`src/rtl/life_pkg.sv`:
```
// life engine shared definitions
// host command encoding and default board geometry
`default_nettype none

package life_pkg;

	////////////////////////////////////////
	// host commands
	////////////////////////////////////////

	// two-bit op field on the host port
	typedef enum logic [1:0] {
		OP_WRITE = 2'd0, // load one row into the front bank
		OP_READ  = 2'd1, // fetch one row from the front bank
		OP_STEP  = 2'd2  // one full sweep, GENS generations
	} host_op_e;

	////////////////////////////////////////
	// default board geometry
	////////////////////////////////////////

	// columns per row, one memory word per row
	localparam int DEFAULT_WIDTH = 16;

	// rows on the torus
	localparam int DEFAULT_DEPTH = 12;

	// generation stages chained per sweep
	// must stay below DEPTH so the wrapped read window makes sense
	localparam int DEFAULT_GENS = 2;

endpackage

`default_nettype wire

```
`src/rtl/gen_stage.sv`:
```
// one life generation on a streaming row window
// vertical tallies registered, horizontal sum wraps at the row ends
`default_nettype none
`timescale 1ns/1ps

module gen_stage #(
	parameter int WIDTH = life_pkg::DEFAULT_WIDTH
) (
	input  logic               clk,
	input  logic               rst,
	input  logic               clear,
	input  logic [WIDTH-1:0]   in_row,
	input  logic               in_valid,
	output logic [WIDTH-1:0]   out_row,
	output logic               out_valid
);

	logic [WIDTH-1:0]      row_a;     // most recent row in
	logic [WIDTH-1:0]      row_b;     // row before that
	logic [WIDTH-1:0][1:0] tally;     // vertical 3-cell counts
	logic [WIDTH-1:0]      centre;    // middle row of the tallied window
	logic [WIDTH-1:0][3:0] sum9;      // full 3x3 count incl. centre
	logic [WIDTH-1:0]      next_row;
	logic [1:0]            fill;      // rows held, saturates at 2
	logic                  sum_valid; // tally/centre hold a full window

	////////////////////////////////////////
	// window and vertical tally
	////////////////////////////////////////

	always_ff @(posedge clk) begin
		if (in_valid) begin
			row_b  <= row_a;
			row_a  <= in_row;
			centre <= row_a; // previous input row is the one being updated
			for (int x = 0; x < WIDTH; x++) begin
				tally[x] <= {1'b0, row_b[x]} + {1'b0, row_a[x]} + {1'b0, in_row[x]};
			end
		end
	end

	// horizontal sum with wrap, then the rule
	always_comb begin
		for (int x = 0; x < WIDTH; x++) begin
			sum9[x] = {2'b00, tally[(x + WIDTH - 1) % WIDTH]}
				+ {2'b00, tally[x]}
				+ {2'b00, tally[(x + 1) % WIDTH]};
			// 3 -> birth or survive on 2, 4 with centre alive -> survive on 3
			next_row[x] = (sum9[x] == 4'd3) || (sum9[x] == 4'd4 && centre[x]);
		end
	end

	always_ff @(posedge clk) begin
		if (sum_valid) begin
			out_row <= next_row;
		end
	end

	////////////////////////////////////////
	// fill count and valid pipe
	////////////////////////////////////////

	always_ff @(posedge clk) begin
		if (rst || clear) begin
			fill      <= '0;
			sum_valid <= 1'b0;
			out_valid <= 1'b0;
		end else begin
			sum_valid <= in_valid && (fill == 2'd2); // first two rows only prime the window
			out_valid <= sum_valid;
			if (in_valid && fill != 2'd2) begin
				fill <= fill + 1'b1;
			end
		end
	end

endmodule

`default_nettype wire

```
`src/rtl/host_port.sv`:
```
// host command port, four-phase req/ack
// runs row write, row read and step, holds ack until req falls
`default_nettype none
`timescale 1ns/1ps

module host_port #(
	parameter int WIDTH = life_pkg::DEFAULT_WIDTH,
	parameter int DEPTH = life_pkg::DEFAULT_DEPTH
) (
	input  logic                       clk,
	input  logic                       rst,
	// host handshake
	input  logic                       req,
	input  life_pkg::host_op_e         op,
	input  logic [$clog2(DEPTH)-1:0]   row,
	input  logic [WIDTH-1:0]           wdata,
	output logic                       ack,
	output logic [WIDTH-1:0]           rdata,
	// memory access through the arbiter
	output logic                       hreq,
	output logic                       hwe,
	output logic [$clog2(DEPTH)-1:0]   hrow,
	output logic [WIDTH-1:0]           hwdata,
	input  logic                       hgnt,
	input  logic [WIDTH-1:0]           mem_rdata,
	// sweep control
	output logic                       step_start,
	input  logic                       step_done
);

	import life_pkg::*;

	typedef enum logic [2:0] {
		S_IDLE,    // waiting for req
		S_ACCESS,  // hreq up until granted
		S_CAPTURE, // read word on mem_rdata
		S_STEP,    // sweep running
		S_ACK      // ack up until req drops
	} state_e;

	state_e state;

	always_ff @(posedge clk) begin
		if (rst) begin
			state      <= S_IDLE;
			step_start <= 1'b0;
		end else begin
			step_start <= 1'b0; // single-cycle pulse
			case (state)
				S_IDLE: if (req) begin
					if (op == OP_STEP) begin
						step_start <= 1'b1;
						state      <= S_STEP;
					end else begin
						state <= S_ACCESS;
					end
				end
				S_ACCESS:  if (hgnt) state <= hwe ? S_ACK : S_CAPTURE;
				S_CAPTURE: state <= S_ACK; // data was latched this cycle
				S_STEP:    if (step_done) state <= S_ACK;
				S_ACK:     if (!req) state <= S_IDLE;
				default:   state <= S_IDLE;
			endcase
		end
	end

	// command payload, taken when the command is accepted
	always_ff @(posedge clk) begin
		if (state == S_IDLE && req) begin
			hwe    <= (op == OP_WRITE);
			hrow   <= row;
			hwdata <= wdata;
		end
		if (state == S_CAPTURE) begin
			rdata <= mem_rdata; // held through the ack phase
		end
	end

	assign hreq = (state == S_ACCESS);
	assign ack  = (state == S_ACK);

endmodule

`default_nettype wire

```
`src/rtl/life_top.sv`:
```
// toroidal life engine top level
// host port, arbiter, two-bank row memory, sweep and GENS stages
`default_nettype none
`timescale 1ns/1ps

module life_top #(
	parameter int WIDTH = life_pkg::DEFAULT_WIDTH,
	parameter int DEPTH = life_pkg::DEFAULT_DEPTH,
	parameter int GENS  = life_pkg::DEFAULT_GENS
) (
	input  logic                       clk,
	input  logic                       rst,
	input  logic                       req,
	input  life_pkg::host_op_e         op,
	input  logic [$clog2(DEPTH)-1:0]   row,
	input  logic [WIDTH-1:0]           wdata,
	output logic                       ack,
	output logic [WIDTH-1:0]           rdata
);

	// host <-> arbiter
	logic                     hreq, hwe, hgnt;
	logic [$clog2(DEPTH)-1:0] hrow;
	logic [WIDTH-1:0]         hwdata;
	// sweep <-> arbiter / host
	logic                     sreq, sgnt, sre, swe, swap;
	logic [$clog2(DEPTH)-1:0] srow, swrow;
	logic [WIDTH-1:0]         swdata;
	logic                     step_start, step_done, clear;
	// arbiter -> memory
	logic                     ram_re, ram_we;
	logic [$clog2(DEPTH):0]   ram_raddr, ram_waddr;
	logic [WIDTH-1:0]         ram_wdata;
	// stage chain, index 0 is the memory read data
	logic [GENS:0][WIDTH-1:0] st_row;
	logic [GENS:0]            st_valid;

	host_port #(.WIDTH(WIDTH), .DEPTH(DEPTH)) u_host (
		.clk(clk), .rst(rst), .req(req), .op(op), .row(row), .wdata(wdata),
		.ack(ack), .rdata(rdata), .hreq(hreq), .hwe(hwe), .hrow(hrow),
		.hwdata(hwdata), .hgnt(hgnt), .mem_rdata(st_row[0]),
		.step_start(step_start), .step_done(step_done)
	);

	mem_arbiter #(.WIDTH(WIDTH), .DEPTH(DEPTH)) u_arb (
		.clk(clk), .rst(rst), .hreq(hreq), .hwe(hwe), .hrow(hrow),
		.hwdata(hwdata), .hgnt(hgnt), .sreq(sreq), .sgnt(sgnt), .sre(sre),
		.srow(srow), .swe(swe), .swrow(swrow), .swdata(swdata), .swap(swap),
		.ram_re(ram_re), .ram_raddr(ram_raddr), .ram_we(ram_we),
		.ram_waddr(ram_waddr), .ram_wdata(ram_wdata)
	);

	row_ram #(.WIDTH(WIDTH), .DEPTH(DEPTH)) u_ram (
		.clk(clk), .re(ram_re), .raddr(ram_raddr), .we(ram_we),
		.waddr(ram_waddr), .wdata(ram_wdata), .rdata(st_row[0])
	);

	sweep_ctrl #(.WIDTH(WIDTH), .DEPTH(DEPTH), .GENS(GENS)) u_sweep (
		.clk(clk), .rst(rst), .step_start(step_start), .step_done(step_done),
		.sreq(sreq), .sgnt(sgnt), .sre(sre), .srow(srow), .swe(swe),
		.swrow(swrow), .swdata(swdata), .swap(swap), .clear(clear),
		.first_valid(st_valid[0]), .last_row(st_row[GENS]),
		.last_valid(st_valid[GENS])
	);

	// one stage per generation, each narrows the stream by two rows
	for (genvar g = 0; g < GENS; g++) begin : g_stage
		gen_stage #(.WIDTH(WIDTH)) u_stage (
			.clk(clk), .rst(rst), .clear(clear),
			.in_row(st_row[g]), .in_valid(st_valid[g]),
			.out_row(st_row[g+1]), .out_valid(st_valid[g+1])
		);
	end

endmodule

`default_nettype wire

```
`src/rtl/mem_arbiter.sv`:
```
// row memory arbiter between host port and sweep
// sweep has priority and keeps the grant until sreq drops
// owns the front-bank bit, toggled on swap
`default_nettype none
`timescale 1ns/1ps

module mem_arbiter #(
	parameter int WIDTH = life_pkg::DEFAULT_WIDTH,
	parameter int DEPTH = life_pkg::DEFAULT_DEPTH
) (
	input  logic                       clk,
	input  logic                       rst,
	// host side
	input  logic                       hreq,
	input  logic                       hwe,
	input  logic [$clog2(DEPTH)-1:0]   hrow,
	input  logic [WIDTH-1:0]           hwdata,
	output logic                       hgnt,
	// sweep side
	input  logic                       sreq,
	output logic                       sgnt,
	input  logic                       sre,
	input  logic [$clog2(DEPTH)-1:0]   srow,
	input  logic                       swe,
	input  logic [$clog2(DEPTH)-1:0]   swrow,
	input  logic [WIDTH-1:0]           swdata,
	input  logic                       swap,
	// memory side
	output logic                       ram_re,
	output logic [$clog2(DEPTH):0]     ram_raddr,
	output logic                       ram_we,
	output logic [$clog2(DEPTH):0]     ram_waddr,
	output logic [WIDTH-1:0]           ram_wdata
);

	logic front; // bank holding the current board

	////////////////////////////////////////
	// ownership
	////////////////////////////////////////

	always_ff @(posedge clk) begin
		if (rst) begin
			sgnt  <= 1'b0;
			front <= 1'b0;
		end else begin
			sgnt <= sreq; // locked for as long as sreq stays up
			if (swap) begin
				front <= ~front; // back bank now holds the new board
			end
		end
	end

	// host served only when the sweep neither asks nor owns
	assign hgnt = hreq & ~sreq & ~sgnt;

	////////////////////////////////////////
	// address and data steering
	////////////////////////////////////////

	// sweep reads front, writes back; host always on front
	assign ram_re    = sgnt ? sre : (hgnt & ~hwe);
	assign ram_raddr = sgnt ? {front, srow} : {front, hrow};
	assign ram_we    = sgnt ? swe : (hgnt & hwe);
	assign ram_waddr = sgnt ? {~front, swrow} : {front, hrow};
	assign ram_wdata = sgnt ? swdata : hwdata;

endmodule

`default_nettype wire

```
`src/rtl/row_ram.sv`:
```
// two-bank row memory, one read and one write port
// read data registered, one cycle after the address
`default_nettype none
`timescale 1ns/1ps

module row_ram #(
	parameter int WIDTH = life_pkg::DEFAULT_WIDTH,
	parameter int DEPTH = life_pkg::DEFAULT_DEPTH
) (
	input  logic                     clk,
	input  logic                     re,
	input  logic [$clog2(DEPTH):0]   raddr, // {bank, row}
	input  logic                     we,
	input  logic [$clog2(DEPTH):0]   waddr, // {bank, row}
	input  logic [WIDTH-1:0]         wdata,
	output logic [WIDTH-1:0]         rdata
);

	localparam int RW = $clog2(DEPTH); // row index bits

	// bank 0 and bank 1, DEPTH rows each
	logic [WIDTH-1:0] mem [0:1][0:DEPTH-1];

	// write port
	always_ff @(posedge clk) begin
		if (we) begin
			mem[waddr[RW]][waddr[RW-1:0]] <= wdata;
		end
	end

	// read port, holds last word when re is low
	always_ff @(posedge clk) begin
		if (re) begin
			rdata <= mem[raddr[RW]][raddr[RW-1:0]];
		end
	end

endmodule

`default_nettype wire

```
`src/rtl/sweep_ctrl.sv`:
```
// sweep controller for one step
// streams DEPTH+2*GENS wrapped rows out of the front bank
// and writes final-stage rows 0..DEPTH-1 into the back bank
`default_nettype none
`timescale 1ns/1ps

module sweep_ctrl #(
	parameter int WIDTH = life_pkg::DEFAULT_WIDTH,
	parameter int DEPTH = life_pkg::DEFAULT_DEPTH,
	parameter int GENS  = life_pkg::DEFAULT_GENS
) (
	input  logic                       clk,
	input  logic                       rst,
	input  logic                       step_start,
	output logic                       step_done,
	// arbiter side
	output logic                       sreq,
	input  logic                       sgnt,
	output logic                       sre,
	output logic [$clog2(DEPTH)-1:0]   srow,
	output logic                       swe,
	output logic [$clog2(DEPTH)-1:0]   swrow,
	output logic [WIDTH-1:0]           swdata,
	output logic                       swap,
	// stage chain
	output logic                       clear,
	output logic                       first_valid,
	input  logic [WIDTH-1:0]           last_row,
	input  logic                       last_valid
);

	localparam int RW     = $clog2(DEPTH);
	localparam int NREADS = DEPTH + 2*GENS;            // rows streamed per sweep
	localparam int CW     = $clog2(NREADS + 1);
	localparam int START  = (DEPTH - (GENS % DEPTH)) % DEPTH; // GENS rows above row 0

	logic [CW-1:0] rd_cnt; // reads issued so far
	logic [RW-1:0] wr_cnt; // back-bank row being written

	// one read per cycle once granted, no back-pressure
	assign sre = sreq & sgnt & (rd_cnt != CW'(NREADS));

	// final stage output goes straight to the back bank
	assign swe    = sreq & last_valid;
	assign swrow  = wr_cnt;
	assign swdata = last_row;
	assign swap   = step_done; // bank flip with the done pulse

	always_ff @(posedge clk) begin
		if (rst) begin
			sreq        <= 1'b0;
			clear       <= 1'b0;
			first_valid <= 1'b0;
			step_done   <= 1'b0;
			rd_cnt      <= '0;
			wr_cnt      <= '0;
			srow        <= '0;
		end else begin
			clear       <= step_start; // empty the windows before data arrives
			first_valid <= sre;        // ram data lands a cycle after the address
			step_done   <= 1'b0;

			if (step_start) begin
				sreq   <= 1'b1;
				rd_cnt <= '0;
				wr_cnt <= '0;
				srow   <= RW'(START);
			end

			// read address, wraps modulo DEPTH
			if (sre) begin
				rd_cnt <= rd_cnt + 1'b1;
				srow   <= (srow == RW'(DEPTH-1)) ? '0 : srow + 1'b1;
			end

			// write side ends the sweep
			if (swe) begin
				wr_cnt <= wr_cnt + 1'b1;
				if (wr_cnt == RW'(DEPTH-1)) begin
					sreq      <= 1'b0; // releases the memory
					step_done <= 1'b1;
				end
			end
		end
	end

endmodule

`default_nettype wire

```
`config.mk`:
```
export PLATFORM = sky130hd
export DESIGN_NAME = life_top
export DESIGN_NICKNAME = d
export VERILOG_FILES = /design/src/rtl/life_pkg.sv /design/src/rtl/gen_stage.sv /design/src/rtl/host_port.sv /design/src/rtl/life_top.sv /design/src/rtl/mem_arbiter.sv /design/src/rtl/row_ram.sv /design/src/rtl/sweep_ctrl.sv
export SDC_FILE = /design/constraint.sdc
export NUM_CORES = 1
export LEC_CHECK = 0
export CAP_MARGIN = 20
export CORE_UTILIZATION = 59
export DETAILED_ROUTE_END_ITERATION = 8
export DONT_BUFFER_PORTS = 1
export HOLD_SLACK_MARGIN = 0.06
export PLACE_DENSITY_LB_ADDON = 0.25
export SLEW_MARGIN = 40
export SYNTH_ARGS = -nofsm -noshare
export SYNTH_HDL_FRONTEND = slang
export SYNTH_SLANG_ARGS = --single-unit
```
`constraint.sdc`:
```
create_clock -name clk -period 6.7 [get_ports clk]
set_clock_uncertainty 0.2 [all_clocks]
set_input_delay 0.67 -clock clk [delete_from_list [all_inputs] [get_ports clk]]
set_output_delay 0.67 -clock clk [all_outputs]
set_load 0.05 [all_outputs]
```
* Word level (Yosys, flattened, before mapping)
Memories as Yosys holds them, arrays and structs flattened. A register that Yosys moved wholly into a read port is not among the register bits. Index checks and enable logic that the tools add are counted.
Word-level totals: register bits 244, memory bits (writable) 384, logic and storage cells 404, memories kept 1
Operators by class: $add $sub $neg 133, order comparisons 3, reductions and logical operators 78, bitwise logic cells 16, multiplexer cells 33, eq/ne operators 80
Memories:
- u_ram.mem | words 2, bits a word 192, read ports 1, clocked after Yosys merged registers in 1, write ports 1, RTL line row_ram.sv:22 | logic [WIDTH-1:0] mem [0:1][0:DEPTH-1];
Operators by type and width (number):
- $mux W192 | 1
- $add A4 B2 Y4 | 32
- $eq A4 B2 Y1 const B | 32
- $eq A4 B3 Y1 const B | 32
- $add A2 B2 Y3 | 32
- $add A1 B1 Y2 | 32
- $add A2 B1 Y2 | 32
- $bmux W16 S4 | 1
- $demux W16 S4 | 1
- $mux W16 | 4
- $logic_and A1 B1 Y1 | 38
- $logic_or A1 B1 Y1 | 33
- $mux W4 | 6
- $mux W3 | 5
- $mux W5 | 3
- $pmux W3 S5 | 1
- $ge A5 B5 Y1 const B | 2
- $mux W1 | 10
- $ne A2 B2 Y1 const B | 5
- $not A4 Y5 | 2
- $add A4 B1 Y4 const B | 2
- $eq A4 B4 Y1 const B | 2
- $and A1 B1 Y1 | 7
- $not A1 Y1 | 7
- 16 further kinds | 21

* Longest topological paths before layout
depth in word-level cells 8, gate-level depth with buffers 8, gate-level depth less buffers 8

* Modules after synthesis
Synthesis repeated with hierarchy kept, for this count alone.
Second synthesis, totals: cell total of the unflattened synthesis 1633, area total of the unflattened synthesis 27299.9 um^2
Modules (own cells, without submodules):
- row_ram | area each 15506.1 um^2, times used 1, cells each 800, sequential area each 12011.5 um^2
- gen_stage (g_stage[0].u_stage) | area each 4510.6 um^2, times used 1, cells each 302, sequential area each 2482.4 um^2
- gen_stage (g_stage[1].u_stage) | area each 4503.1 um^2, times used 1, cells each 302, sequential area each 2482.4 um^2
- host_port | area each 1331.3 um^2, times used 1, cells each 63, sequential area each 1191.1 um^2
- sweep_ctrl | area each 973.4 um^2, times used 1, cells each 112, sequential area each 340.3 um^2
- mem_arbiter | area each 475.5 um^2, times used 1, cells each 54, sequential area each 40.0 um^2

* Worst setup path before layout
OpenSTA, ideal clock, no wires.
path type register to register, start register u_host.state[1], end register u_ram.rdata[0] (enable), setup time 0.411 ns, stages on the path, launching flop included 4, period minus slack after synthesis 2.832 ns, data required time 6.089 ns, slack 3.868 ns, arrival time 2.220 ns, path through dfxtp_1 clkbuf_1 or4_1 o21ai_0
On the way: word-level cells in the longest chain between the ends 5
Ends and longest elaborated chain:
- start: declaration | RTL line host_port.sv:41 | state_e state;
- start signal: assignment | RTL line host_port.sv:58 | S_ACCESS: if (hgnt) state <= hwe ? S_ACK : S_CAPTURE;
- $eq A3 B1 Y1 | RTL line host_port.sv:79 | assign hreq = (state == S_ACCESS);
- $and A1 B1 Y1 (2 in a row) | RTL line mem_arbiter.sv:55 | assign hgnt = hreq & ~sreq & ~sgnt;
- $and A1 B1 Y1 | RTL line mem_arbiter.sv:62 | assign ram_re = sgnt ? sre : (hgnt & ~hwe);
- $mux W1 | RTL line mem_arbiter.sv:62
- named net ram_re | RTL line life_top.sv:31 | logic ram_re, ram_we;
- end signal: assignment | RTL line row_ram.sv:34 | rdata <= mem[raddr[RW]][raddr[RW-1:0]];
- end: declaration | RTL line row_ram.sv:16 | output logic [WIDTH-1:0] rdata
The timed path passes the listed nets, and every way through them passes these cells. A chain may end at the register's enable or synchronous reset.

* Worst setup path in the final report
start register u_arb.sgnt, end memory u_ram.mem[1][10] (netlist bit) (enable)
On the way: word-level cells in the longest chain between the ends 7
Ends and longest elaborated chain:
- start: declaration | RTL line mem_arbiter.sv:21 | output logic sgnt,
- start signal: assignment | RTL line mem_arbiter.sv:47 | sgnt <= sreq;
- $mux W5 | RTL line mem_arbiter.sv:65 | assign ram_waddr = sgnt ? {~front, swrow} : {front, hrow};
- $not A4 Y5 (implied by the code) | RTL line row_ram.sv:27 | mem[waddr[RW]][waddr[RW-1:0]] <= wdata;
- $ge A5 B5 Y1 (implied by the code) or $lt A5 B1 Y1 (tied branches) | RTL line row_ram.sv:27
- $logic_and A1 B1 Y1 (implied by the code) | RTL line row_ram.sv:27
- $mux W16 (implied by the code) | RTL line row_ram.sv:27
- $demux W16 S4 | RTL line row_ram.sv:27
- $mux W192 (implied by the code) | RTL line row_ram.sv:27
- end: declaration | RTL line row_ram.sv:22
Several ways; a longest one is shown, not always the timed one.

==> metrics <==
I/O Buffers 0; # H-tree levels 2; VDD IR-drop max roughly 0.0004 V; total gr overflow 0; WP data arrival between 3 and 4 ns; Placed Area around 0.028 mm^2; largest net degree at the start of global routing roughly 130; # IOs 42; RSZ-0062 raised after global routing no; vias in the first global route around 15,000; Final HPWL DP about 38,000 um; Peak Freq slightly above 300 MHz; Hold WC Path Type primary input to flip-flop; slowest CP cell or4_1; status complete, no violations; R2R cell count 5; Clock Path Buffers 3; commonest cells after routing, fill and taps aside 597 x edfxtp_1, 102 x ha_1, 96 x fa_1; # clock sinks ~630; Period Utilization, post-route 48.4%; GPL Wtd Cong approximately 0.84; synth warn 0; PwrDens around 270 mW/mm^2; setup TNS 0 ns; synthesized area per cell around 17 um^2; worst-path cell chain or4_1, o31ai_1, nand2_1, nor2_1, buf_4; global-route wire length before repair 89,300 um; Starting Density 60.3%; Post-Synthesis Cells about 1,600; Crit Path Max Fanout 47; num rows just under 80; Die X 218 um; commonest non-fill, non-tap cell in the layout edfxtp_1; crit path capture u_ram.mem[1][10]$_DFFE_PP_; Leak 10.3 nW; Post-DRT Antenna Nets 0; Post CTS Setup Buffer Count 0; first-pass detailed-route iteration total 7; clock latency on the worst-skew pair ~0.65 ns; CTS tree built; P&R area growth vs syn 11.4%; fin. max-slew vios 0; Hold Fails Final Rpt 0; post-synth top area share between 60% and 70%; R2R Setup Slk between 3 and 4 ns; number of synthesized flops with an enable pin just under 600; Netlist Area Pre-Place between 0.02 and 0.03 mm^2; DR vias about 15,000; Max-slew headroom 40.8%; Design Area, Final roughly 0.031 mm^2; share of layout cells above drive strength 1 between 10% and 20%; critical path startpoint category flip-flop; wire length per cell roughly 26 um; core area ~0.046 mm^2; vias per inst roughly 6.4; Worst Setup SP u_arb.sgnt$_SDFF_PP0_; cell taking the most area after synthesis edfxtp_1; DRT Wirelength between 50,000 and 60,000 um; Least-Margin Pin Slew 0.885 ns; total global-route track usage between 20% and 30%; Most used DFF post-synth edfxtp_1; min Tclk post-route 3.24 ns; Final setup viols 0; Num CTS Buffers between 60 and 70; Cell variety after synth ~50; Post-layout nets 1,884; number of DRC markers in iteration 0 around 1,600; reg2reg end u_ram.mem[1][10]$_DFFE_PP_; diode count 0; area of the die 0.0476 mm^2; crit-path max cell delay ~0.65 ns; initial antenna violation count 1; nature of the critical path endpoint flip-flop; WP data required roughly 6.9 ns; critical path class flip-flop to flip-flop; CTS root buf clkbuf_16; die height 218 um; post-synth net total around 1,800; DRC 0; Reg-to-Reg Start u_arb.sgnt$_SDFF_PP0_; asr flop ratio synth 0%; share of the yosys chip area belonging to registers about two thirds; Synth area leaders edfxtp_1 65%, fa_1 7.0%, mux4_2 5.1%, ha_1 4.6%, dfxtp_1 2.3%; CTS resizes 0; max-capacitance violation count 0; clk slew on worst S/H paths 0.06 ns; hold buffers post-CTS 24; Yosys reg bits roughly 630
==> sequential cells by signal, indices dropped and copies added, names as in the netlist, 2 cells and up, named ones only <==
| register | count |
|---|---|
| u_ram.mem | 384 |
| g_stage.u_stage.tally | 64 |
| g_stage.u_stage.out_row | 32 |
| g_stage.u_stage.row_a | 32 |
| g_stage.u_stage.row_b | 16 |
| g_stage.u_stage.centre | 16 |
| u_host.hwdata | 16 |
| u_host.rdata | 16 |
| u_ram.rdata | 16 |
| u_sweep.rd_cnt | 5 |
| g_stage.u_stage.fill | 4 |
| u_host.hrow | 4 |
| u_sweep.srow | 4 |
| u_sweep.swrow | 4 |
| u_host.state | 3 |
| g_stage.u_stage.out_valid | 2 |
| g_stage.u_stage.sum_valid | 2 |
==> through the flow <==
step | hold WS, ns | std cells | total power, W | utilization (%) | worst slack, ns
detailed placement | 0.249 | 2172 | 0.00480 | 62.1 | 3.43
finish | 0.0940 | 2312 | 0.00819 | 67.2 | 3.46
global placement | 0.247 | 2172 | 0.00479 | 62.0 | 3.25
CTS | 0.0635 | 2310 | 0.00823 | 67.1 | 3.45
floorplan | 0.228 | 1591 | 0.00468 | - | 3.87
global route | 0.0836 | 2312 | 0.00840 | 67.2 | 3.20
==> worst max-delay path, delay by kind of cell, from the launching register on <==
family | cells | cell delay [ns]
buffers and inverters | 1 | 0.33
DFF | 1 | 0.53
AOI/OAI and AO/OA | 1 | 0.39
and+or+nand+nor | 3 | 1.48
==> worst min path at each step <==
stage,from,endpoint,slack (ns),depth (start not counted)
after CTS,rst,g_stage[0].u_stage.out_valid$_SDFF_PP0_,0.06,2
after global routing,rst,g_stage[0].u_stage.out_valid$_SDFF_PP0_,0.08,2
after floorplan,u_sweep.rd_cnt[4]$_SDFFE_PP0P_,u_sweep.rd_cnt[4]$_SDFFE_PP0P_,0.23,1
after global placement,u_sweep.rd_cnt[4]$_SDFFE_PP0P_,u_sweep.rd_cnt[4]$_SDFFE_PP0P_,0.25,1
final,rst,g_stage[0].u_stage.out_valid$_SDFF_PP0_,0.09,2
after detailed placement,u_sweep.rd_cnt[4]$_SDFFE_PP0P_,u_sweep.rd_cnt[4]$_SDFFE_PP0P_,0.25,1
==> power breakdown <==
| part | internal (W) | leakage (nW) | switching [W] | total, W |
|---|---|---|---|---|
| sequential | 0.00435 | 5.65 | 0.0000423 | 0.00440 |
| combinational | 0.000114 | 3.67 | 0.000231 | 0.000345 |
| clock | 0.00199 | 0.990 | 0.00146 | 0.00344 |
==> synth_stat cells (32+ instances only) <==
cell,n
and3_1,48
mux2i_1,59
edfxtp_1,597
a21oi_1,64
dfxtp_1,32
mux4_2,62
nor2b_1,35
nor2_1,92
ha_1,102
fa_1,96
a211oi_1,61
inv_1,35
==> layout make-up <==
type                    count  area (um^2)
clock inverters            39          432
multi-input cells         875         8660
flip-flops and latches    629        18600
inverters                  36          135
clock buffers              75         1610
repair buffers             58          519
well taps                 600          751
fillers                  3005        15000
==> routing by layer <==
metal / global-route usage (%) / wire, um
met5: 0 / 0
met4: 10.5 / 2190
met3: 4.53 / 4280
met2: 42.6 / 29800
met1: 34.1 / 23300
==> kinds of logic after synthesis <==
group	Yosys count	synth area share, %
AO/OA/AOI/OAI	277	6.67
XOR/XNOR	3	0.0954
adder cells (fa/ha/maj)	198	11.6
buffers and inverters	87	1.45
flip-flops	629	67.4
multiplexers	141	8.11
AND/OR/NAND/NOR	256	4.65
Power figures use the tool's default switching activity.
